<file path="src/design/exc_pkg.sv">
package exc_pkg;

    // ==============================
    // Exception codes
    // ==============================
    localparam logic [4:0] EXC_INT  = 5'd0;
    localparam logic [4:0] EXC_ADEL = 5'd4;   // Load or fetch address error.
    localparam logic [4:0] EXC_ADES = 5'd5;   // Store address error.
    localparam logic [4:0] EXC_SYS  = 5'd8;
    localparam logic [4:0] EXC_BP   = 5'd9;
    localparam logic [4:0] EXC_RI   = 5'd10;  // Reserved instruction.
    localparam logic [4:0] EXC_OV   = 5'd12;
    localparam logic [4:0] EXC_TR   = 5'd13;

    // ==============================
    // Vectors
    // ==============================
    localparam logic [31:0] EBASE      = 32'hBFC0_0200;  // Boot exception base, BEV=1.
    localparam logic [31:0] EXC_VECTOR = EBASE + 32'h0000_0180;

    // ==============================
    // CP0 register numbers
    // ==============================
    localparam logic [4:0] CP0_BADVADDR = 5'd8;
    localparam logic [4:0] CP0_STATUS   = 5'd12;
    localparam logic [4:0] CP0_CAUSE    = 5'd13;
    localparam logic [4:0] CP0_EPC      = 5'd14;

    // Status fields.
    localparam int STATUS_IE    = 0;
    localparam int STATUS_EXL   = 1;
    localparam int STATUS_IM_LO = 8;  // IM7..IM0 occupy bits 15:8.

    // Cause fields.
    localparam int CAUSE_EXC_LO = 2;  // ExcCode occupies bits 6:2.
    localparam int CAUSE_IP_LO  = 8;  // IP1..IP0 software, IP7..IP2 hardware.
    localparam int CAUSE_BD     = 31;

    // Out of reset the core sits at exception level with interrupts masked.
    localparam logic [31:0] STATUS_RESET = 32'h0000_0002;

endpackage

</file>
<file path="src/design/exception_unit.sv">
`timescale 1ns/1ps

module exception_unit (
    input  logic        clk,
    input  logic        reset,

    input  logic [31:0] pc,
    input  logic [31:0] data_vaddr,
    input  logic        data_we,
    input  logic        in_delayslot,

    input  logic        illegal_inst,
    input  logic        illegal_data,
    input  logic        syscall,
    input  logic        brk,
    input  logic        trap,
    input  logic        unknown_inst,
    input  logic        overflow,
    input  logic        eret,

    input  logic        int_pending,
    input  logic [31:0] epc_out,

    input  logic        inst_data_ok,
    input  logic        icache_stall,
    input  logic        inst_uncached,

    output logic        current_exception,
    output logic        flush,
    output logic [31:0] new_pc,

    output logic        exc_we,
    output logic [4:0]  exc_code,
    output logic [31:0] exc_epc,
    output logic        exc_bd,
    output logic        badvaddr_we,
    output logic [31:0] badvaddr,
    output logic        eret_commit
);

    import exc_pkg::*;

    logic        take_exc;
    logic        take_ret;
    logic [4:0]  nxt_code;
    logic        nxt_bv_we;
    logic [31:0] nxt_bv;
    logic [31:0] nxt_epc;
    logic        fetch_ready;

    assign current_exception = int_pending | illegal_inst | illegal_data | syscall | brk |
                               trap | unknown_inst | overflow | eret;

    // Restart at the branch when the faulting instruction sits in a delay slot.
    assign nxt_epc = in_delayslot ? pc - 32'd4 : pc;

    assign fetch_ready = inst_data_ok | (!icache_stall & !inst_uncached);

    // ==============================
    // Priority select
    // ==============================
    always_comb begin
        take_exc  = 1'b1;
        nxt_code  = EXC_INT;
        nxt_bv_we = 1'b0;
        nxt_bv    = pc;
        if (int_pending) begin
            nxt_code = EXC_INT;
        end else if (illegal_inst) begin
            nxt_code  = EXC_ADEL;  // Misaligned fetch.
            nxt_bv_we = 1'b1;
            nxt_bv    = pc;
        end else if (illegal_data) begin
            nxt_code  = data_we ? EXC_ADES : EXC_ADEL;
            nxt_bv_we = 1'b1;
            nxt_bv    = data_vaddr;
        end else if (syscall) begin
            nxt_code = EXC_SYS;
        end else if (brk) begin
            nxt_code = EXC_BP;
        end else if (trap) begin
            nxt_code = EXC_TR;
        end else if (unknown_inst) begin
            nxt_code = EXC_RI;
        end else if (overflow) begin
            nxt_code = EXC_OV;
        end else begin
            take_exc = 1'b0;
        end
    end

    assign take_ret = eret & !take_exc;  // Any real exception outranks eret.

    // ==============================
    // Registered redirect and strobes
    // ==============================
    always_ff @(posedge clk) begin
        if (reset) begin
            flush       <= 1'b0;
            new_pc      <= 32'd0;
            exc_we      <= 1'b0;
            exc_code    <= 5'd0;
            badvaddr_we <= 1'b0;
            eret_commit <= 1'b0;
        end else begin
            exc_we      <= take_exc;
            badvaddr_we <= take_exc & nxt_bv_we;
            eret_commit <= take_ret;
            exc_code    <= take_exc ? nxt_code : 5'd0;

            if (take_exc) begin
                new_pc <= EXC_VECTOR;
            end else if (take_ret) begin
                new_pc <= epc_out;
            end

            // Flush holds until fetch can accept the redirect.
            if (take_exc | take_ret) begin
                flush <= 1'b1;
            end else if (fetch_ready) begin
                flush <= 1'b0;
            end
        end
    end

    always_ff @(posedge clk) begin
        if (take_exc) begin
            exc_epc  <= nxt_epc;
            exc_bd   <= in_delayslot;
            badvaddr <= nxt_bv;
        end
    end

    // ==============================
    // Checks
    // ==============================
    a_we_ret_excl: assert property (@(posedge clk) disable iff (reset)
        !(exc_we && eret_commit));

    a_bv_needs_we: assert property (@(posedge clk) disable iff (reset)
        badvaddr_we |-> exc_we);

endmodule

</file>
<file path="src/design/cp0_regs.sv">
`timescale 1ns/1ps

module cp0_regs (
    input  logic        clk,
    input  logic        reset,

    input  logic        cp0_we,
    input  logic [4:0]  cp0_addr,
    input  logic [31:0] cp0_wdata,
    output logic [31:0] cp0_rdata,

    input  logic [5:0]  hw_int,

    input  logic        exc_we,
    input  logic [4:0]  exc_code,
    input  logic [31:0] exc_epc,
    input  logic        exc_bd,
    input  logic        badvaddr_we,
    input  logic [31:0] badvaddr,
    input  logic        eret_commit,

    output logic        int_pending,
    output logic [31:0] epc_out
);

    import exc_pkg::*;

    // Status fields.
    logic        status_ie;
    logic        status_exl;
    logic [7:0]  status_im;

    // Cause fields.
    logic        cause_bd;
    logic [5:0]  cause_ip_hw;
    logic [1:0]  cause_ip_sw;
    logic [4:0]  cause_exc;

    logic [31:0] epc_r;
    logic [31:0] badvaddr_r;

    logic [31:0] status_word;
    logic [31:0] cause_word;
    logic [7:0]  ip_live;

    logic        wr_status;
    logic        wr_cause;
    logic        wr_epc;
    logic        wr_badvaddr;

    // Software writes lose to a same-cycle event on the same register.
    assign wr_status   = cp0_we && cp0_addr == CP0_STATUS && !exc_we && !eret_commit;
    assign wr_cause    = cp0_we && cp0_addr == CP0_CAUSE && !exc_we;
    assign wr_epc      = cp0_we && cp0_addr == CP0_EPC && !exc_we;
    assign wr_badvaddr = cp0_we && cp0_addr == CP0_BADVADDR && !badvaddr_we;

    // ==============================
    // Status
    // ==============================
    always_ff @(posedge clk) begin
        if (reset) begin
            status_ie  <= STATUS_RESET[STATUS_IE];
            status_exl <= STATUS_RESET[STATUS_EXL];
            status_im  <= STATUS_RESET[STATUS_IM_LO +: 8];
        end else if (exc_we) begin
            status_exl <= 1'b1;
        end else if (eret_commit) begin
            status_exl <= 1'b0;
        end else if (wr_status) begin
            status_ie  <= cp0_wdata[STATUS_IE];
            status_exl <= cp0_wdata[STATUS_EXL];
            status_im  <= cp0_wdata[STATUS_IM_LO +: 8];
        end
    end

    // ==============================
    // Cause
    // ==============================
    always_ff @(posedge clk) begin
        if (reset) begin
            cause_bd    <= 1'b0;
            cause_ip_hw <= 6'd0;
            cause_ip_sw <= 2'd0;
            cause_exc   <= 5'd0;
        end else begin
            cause_ip_hw <= hw_int;  // Hardware lines are sampled every cycle.
            if (exc_we) begin
                cause_bd  <= exc_bd;
                cause_exc <= exc_code;
            end else if (wr_cause) begin
                cause_ip_sw <= cp0_wdata[CAUSE_IP_LO +: 2];
            end
        end
    end

    // ==============================
    // EPC and BadVAddr
    // ==============================
    always_ff @(posedge clk) begin
        if (exc_we) begin
            epc_r <= exc_epc;
        end else if (wr_epc) begin
            epc_r <= cp0_wdata;
        end
    end

    always_ff @(posedge clk) begin
        if (badvaddr_we) begin
            badvaddr_r <= badvaddr;
        end else if (wr_badvaddr) begin
            badvaddr_r <= cp0_wdata;
        end
    end

    // Register images as software sees them.
    always_comb begin
        status_word                       = 32'd0;
        status_word[STATUS_IE]            = status_ie;
        status_word[STATUS_EXL]           = status_exl;
        status_word[STATUS_IM_LO +: 8]    = status_im;

        cause_word                        = 32'd0;
        cause_word[CAUSE_BD]              = cause_bd;
        cause_word[CAUSE_IP_LO +: 2]      = cause_ip_sw;
        cause_word[CAUSE_IP_LO + 2 +: 6]  = cause_ip_hw;
        cause_word[CAUSE_EXC_LO +: 5]     = cause_exc;
    end

    always_comb begin
        case (cp0_addr)
            CP0_STATUS:   cp0_rdata = status_word;
            CP0_CAUSE:    cp0_rdata = cause_word;
            CP0_EPC:      cp0_rdata = epc_r;
            CP0_BADVADDR: cp0_rdata = badvaddr_r;
            default:      cp0_rdata = 32'd0;
        endcase
    end

    // Live hw lines so an interrupt is seen in the cycle it rises.
    assign ip_live     = {hw_int, cause_ip_sw};
    assign int_pending = status_ie && !status_exl && |(ip_live & status_im);

    assign epc_out = epc_r;

    // ==============================
    // Checks
    // ==============================
    a_no_exc_and_ret: assert property (@(posedge clk) disable iff (reset)
        !(exc_we && eret_commit));

endmodule

</file>
<file path="src/design/exc_top.sv">
`timescale 1ns/1ps

module exc_top (
    input  logic        clk,
    input  logic        reset,

    // Execute stage.
    input  logic [31:0] pc,
    input  logic [31:0] data_vaddr,
    input  logic        data_we,
    input  logic        in_delayslot,
    input  logic        illegal_inst,
    input  logic        illegal_data,
    input  logic        syscall,
    input  logic        brk,
    input  logic        trap,
    input  logic        unknown_inst,
    input  logic        overflow,
    input  logic        eret,

    // Fetch side.
    input  logic        inst_data_ok,
    input  logic        icache_stall,
    input  logic        inst_uncached,
    output logic        current_exception,
    output logic        flush,
    output logic [31:0] new_pc,
    output logic [4:0]  exc_code,

    // mfc0/mtc0.
    input  logic        cp0_we,
    input  logic [4:0]  cp0_addr,
    input  logic [31:0] cp0_wdata,
    output logic [31:0] cp0_rdata,

    input  logic [5:0]  hw_int
);

    logic        exc_we;
    logic [31:0] exc_epc;
    logic        exc_bd;
    logic        badvaddr_we;
    logic [31:0] badvaddr;
    logic        eret_commit;
    logic        int_pending;
    logic [31:0] epc_out;

    exception_unit i_exception_unit (
        .clk, .reset,
        .pc, .data_vaddr, .data_we, .in_delayslot,
        .illegal_inst, .illegal_data, .syscall, .brk, .trap, .unknown_inst, .overflow, .eret,
        .int_pending, .epc_out,
        .inst_data_ok, .icache_stall, .inst_uncached,
        .current_exception, .flush, .new_pc,
        .exc_we, .exc_code, .exc_epc, .exc_bd,
        .badvaddr_we, .badvaddr, .eret_commit
    );

    cp0_regs i_cp0_regs (
        .clk, .reset,
        .cp0_we, .cp0_addr, .cp0_wdata, .cp0_rdata,
        .hw_int,
        .exc_we, .exc_code, .exc_epc, .exc_bd,
        .badvaddr_we, .badvaddr, .eret_commit,
        .int_pending, .epc_out
    );

endmodule

</file>
<file path="config.mk">
export PLATFORM = sky130hd
export DESIGN_NAME = exc_top
export DESIGN_NICKNAME = d
export VERILOG_FILES = /design/src/design/exc_pkg.sv /design/src/design/exception_unit.sv /design/src/design/cp0_regs.sv /design/src/design/exc_top.sv
export SDC_FILE = /design/constraint.sdc
export NUM_CORES = 1
export LEC_CHECK = 0
export ABC_AREA = 0
export BUFFER_PORTS_ARGS = -buffer_cell sky130_fd_sc_hd__buf_2
export CORE_MARGIN = 2
export CORE_UTILIZATION = 58
export DETAILED_ROUTE_END_ITERATION = 12
export PLACE_DENSITY_LB_ADDON = 0.3
export RECOVER_POWER = 50
export SLEW_MARGIN = 0
export SYNTH_ARGS = -nofsm -noshare
export SYNTH_HDL_FRONTEND = slang
export SYNTH_SLANG_ARGS = --single-unit
</file>
<file path="constraint.sdc">
create_clock -name clk -period 8.9 [get_ports clk]
set_input_delay 2.67 -clock clk [delete_from_list [all_inputs] [get_ports clk]]
set_output_delay 2.67 -clock clk [all_outputs]
set_load 0.01 [all_outputs]
</file>
== Word level (Yosys, flattened, before mapping) ==
Index checks and enable logic that the tools add are counted.
Operators by class
  add/subtract/negate cells: 1
  equal/unequal tests: 4
  muxes and demuxes: 34
  bitwise logic cells: 17
  reductions and logical operators: 30
Operator list (number)
  $mux 32: 10
  $pmux 32 s4: 1
  $sub 32x3->32 const B: 1
  $mux 5: 5
  $eq 5x4->1 const B: 4
  $mux 1: 16
  $logic_and 1x1->1: 11
  $or 1x1->1: 10
  $reduce_bool 2->1: 5
  $and 8x8->8: 1
  $reduce_or 8->1: 1
  $logic_not 1->1: 7
  $mux 4: 1
  $reduce_or 2->1: 2
  $reduce_or 4->1: 1
  $and 1x1->1: 3
  $mux 3: 1
  $not 1->1: 3
  $reduce_and 3->1: 1
  $reduce_or 3->1: 1
  $reduce_and 2->1: 1
Word-level totals
  register bits: 194
  output and inout bits: 71
  word-level logic and storage cells: 106

== Logic depth before layout (Yosys ltp) ==
  depth after elaboration: 12
  depth in mapped cells: 6

== By module ==
From an unflattened synthesis, not the netlist that was laid out.
Unflattened totals
  cell total of the unflattened synthesis: 649
  area, all modules: 8618.3 µm²
Modules (own cells, without submodules)
  exception_unit: times used 1, cells each 324, area each 4344.2 µm², seq. area each 2752.6 µm²
  cp0_regs: times used 1, cells each 325, area each 4274.1 µm², seq. area each 2402.3 µm²

== Worst setup path after synthesis ==
No wires, ideal clock.
  path kind: input port to output port
  start point: in cp0_addr[0]
  end point: out cp0_rdata[2]
  arrival time: 4.018 ns
  required time: 6.230 ns
  setup slack: 2.212 ns
  cell stages on the path: 6
  path buffers: 2
  cell sequence: or2_2 -> clkbuf_1 -> nor4b_2 -> clkbuf_1 -> a222oi_1 -> inv_1
Between the ends
  longest elaborated chain between the ends: 2
  elaborated cells on any way between the ends: 5
  those cells by class: eq/ne: 4; mux: 1
Ends and longest elaborated chain
  from (decl): line exc_top.sv:32  | input logic [4:0] cp0_addr,
  $eq 5x4->1: line cp0_regs.sv:130  | case (cp0_addr)
  $pmux 32 s4 (*): line cp0_regs.sv:130
  to (decl): line exc_top.sv:34  | output logic [31:0] cp0_rdata,
Every way passes the cells marked *; elsewhere a longest branch is shown, timed or not.

== Final worst setup path ==
  start point: in cp0_addr[4]
  end point: out cp0_rdata[14]
The elaborated chain is that of the path after synthesis.

==> run summary <==
DP HPWL -> 13800 µm
Setup ws final -> 1.84 ns
WL/cell -> 20.7 µm
Postcts setup bufs -> 0
Utilization after layout -> 69.9%
Layout area overhead -> 18.8%
Syn nets -> 740
TritonCTS Sinks -> 192
Row count -> 44
Worst hold slack -> 0.503 ns
Vias in the first global route -> 6040
Area of the multi-input gates -> 3070 µm²
Clk slew on worst S/H paths -> 0.06 ns
Net count, final -> 928
Drt first pass iters -> 7
Peak supply drop -> 0.136 mV
Pre-CTS setup slack -> 1.83 ns
CP arrival -> 4.39 ns
First-pass GRT wire length -> 32000 µm
Register area -> 5140 µm²
Sequential share of the synthesized area -> 60.7%
I/O pin count -> 194
TritonCTS Buffers -> 17
Die X-Extent -> 125 µm
Die ar. -> 15600 µm²
Final ANT Viol Nets -> 0
Worst EP required -> 6.23 ns
Post-route insts no fill -> 1001
Antenna cells -> 0
Hold Crit Class -> flop to flop
Final wirelength -> 20700 µm
Die H -> 125 µm
Cts hold-fix bufs -> 0
Core area -> 14400 µm²
Synthesized flop and latch total -> 192
Cells after DPL -> 969
Gr usage total -> 27.0%
Final hold violations -> 0
DR vias/cell -> 5.85
Type of the worst setup path -> input pin to output port
Setup TNS Final -> 0 ns
Filler Cell Count -> 1034
Post-DP Area -> 9590 µm²
Grt total ovfl -> 0
Cells after Synth -> 616
Period Utilization, post-route -> 79.4%
Initial core utilization -> 58.8%
Vias -> 5856
Total power -> 1.99 mW
Most frequent cells in the layout -> edfxtp_1 (129), buf_2 (117), mux2_2 (94)
IO Port Bufs -> 192
Antenna violations before repair -> 1
Skew final -> 0.0104 ns
Leak -> 3.96 nW
Commonest non-fill, non-tap cell in the layout -> edfxtp_1
Number of DRC markers in iteration 0 -> 440
Clock latency on the worst-skew pair -> 0.43 ns
Slew Viols, Final -> 72
Post-CTS resize count -> 0
Slew margin rel. -> -32.7%
Worst Path Max Fanout -> 13
CTS HTree Levels -> 4
Largest net degree at the start of global routing -> 54
Residual DRC -> 0
Share of cells above drive strength 1 -> 31.9%
Post-Syn Area -> 8460 µm²
Root Buffer -> clkbuf_16
Min cycle time layout -> 7.06 ns
Post-route cell area -> 10000 µm²
Slew @ Worst Pin -> 1.99 ns
Prevailing post-synth register cell -> edfxtp_1
Post-synth EDFFs -> 129
Clock buffer depth -> 2
Highest clock rate -> 142 MHz
Failing checks -> max-capacitance violations, max-slew violations
Yosys warns -> 0
Routability cong. -> 0.907
Max_cap viols -> 2
Final setup vio count -> 0
Outcome -> finished with violations
CP endpoint kind -> output port
Yosys cell types -> 48
Syn avg cell area -> 13.7 µm²
Power Density -> 198 nW/µm²
Worst Setup Start Kind -> input pin
Clock tree from TritonCTS -> built
Post-synthesis async set-or-reset flop share -> 0%
RSZ-0062 raised after global routing -> no
-- cells in the mapped netlist (2+ instances only) --
cell / instances / area, µm²
or3_1: 8 / 50.1
inv_1: 11 / 41.3
nand4_1: 2 / 12.5
o41ai_1: 2 / 17.5
buf_6: 4 / 45.0
nor4b_2: 2 / 30.0
or4_1: 2 / 15.0
or2_2: 4 / 25.0
nor2b_1: 8 / 50.1
a22oi_1: 16 / 120
mux2i_1: 49 / 490
nor4_1: 5 / 31.3
nand3_1: 2 / 10.0
xnor2_1: 10 / 87.6
mux2_1: 2 / 22.5
buf_1: 4 / 15.0
and3_1: 2 / 12.5
a21o_1: 2 / 15.0
buf_2: 2 / 10.0
a222oi_1: 7 / 70.1
nor2_1: 53 / 199
nand2_1: 18 / 67.6
xor2_1: 17 / 149
a22o_1: 21 / 184
nand2b_1: 2 / 12.5
nor3b_1: 3 / 22.5
o21ai_0: 3 / 15.0
edfxtp_1: 129 / 3870
nor4_4: 2 / 42.5
mux2_2: 94 / 1060
a21oi_1: 16 / 80.1
nor4_2: 4 / 50.1
dfxtp_1: 63 / 1260
clkbuf_1: 22 / 82.6
nor3_1: 12 / 60.1
-- cells by family after synthesis --
family | share of synthesized area [%]
mux | 18.6
buf+inv | 2.38
fa+ha+maj | 0.148
compound gates | 6.07
other cells | 0.0443
simple gates | 9.25
flops | 60.7
xor+xnor | 2.80
-- where the power goes --
group          switching [mW]  leakage (nW)  internal, mW
sequential             0.0252          1.82          1.01
clock                   0.328         0.316         0.471
combinational          0.0795          1.81        0.0769
total                   0.432          3.96          1.56
-- final cells by class --
type | count | area share (%)
Sequential cell | 192 | 51.1
Multi-Input combinational cell | 380 | 30.5
Timing Repair Buffer | 202 | 9.30
Clock buffer | 23 | 5.52
Tap cell | 184 | 2.29
Clock inverter | 9 | 0.822
Inverter | 11 | 0.411
-- layer usage --
layer | share of wire [%] | track usage (%)
met1 | 39 | 32.2
met2 | 50 | 45.9
met3 | 8.5 | 7.60
met4 | 2.4 | 11.4
met5 | 0.063 | 0
-- worst max-delay path, stage by stage --
cell	delay (ns)
clkbuf_1	0.08
nand3b_1	0.29
nor3b_2	0.91
a22oi_1	0.18
nand2_1	0.12
buf_2	0.13
-- state kept, by name, indices dropped and copies added, names as in the netlist, 2 cells and up --
| register | count |
|---|---|
| i_cp0_regs.badvaddr_r | 32 |
| i_cp0_regs.cause_exc | 4 |
| i_cp0_regs.cause_ip_hw | 6 |
| i_cp0_regs.cause_ip_sw | 2 |
| i_cp0_regs.epc_out | 32 |
| i_cp0_regs.status_im | 8 |
| i_exception_unit.badvaddr | 32 |
| i_exception_unit.exc_code | 4 |
| i_exception_unit.exc_epc | 32 |
| i_exception_unit.new_pc | 32 |
-- path summary, 6_finish.rpt --
kind / end / from / cells past startpoint / slack [ns]
max: cp0_rdata[14] / cp0_addr[4] / 6 / 1.84
min: i_exception_unit.new_pc[6] / i_exception_unit.new_pc[6] / 2 / 0.50
max reg2reg: i_exception_unit.badvaddr[25] / i_cp0_regs.cause_ip_sw[0] / 6 / 5.12
min reg2reg: i_exception_unit.new_pc[6] / i_exception_unit.new_pc[6] / 2 / 0.50
No activity file was read; power rests on OpenSTA's default activity.
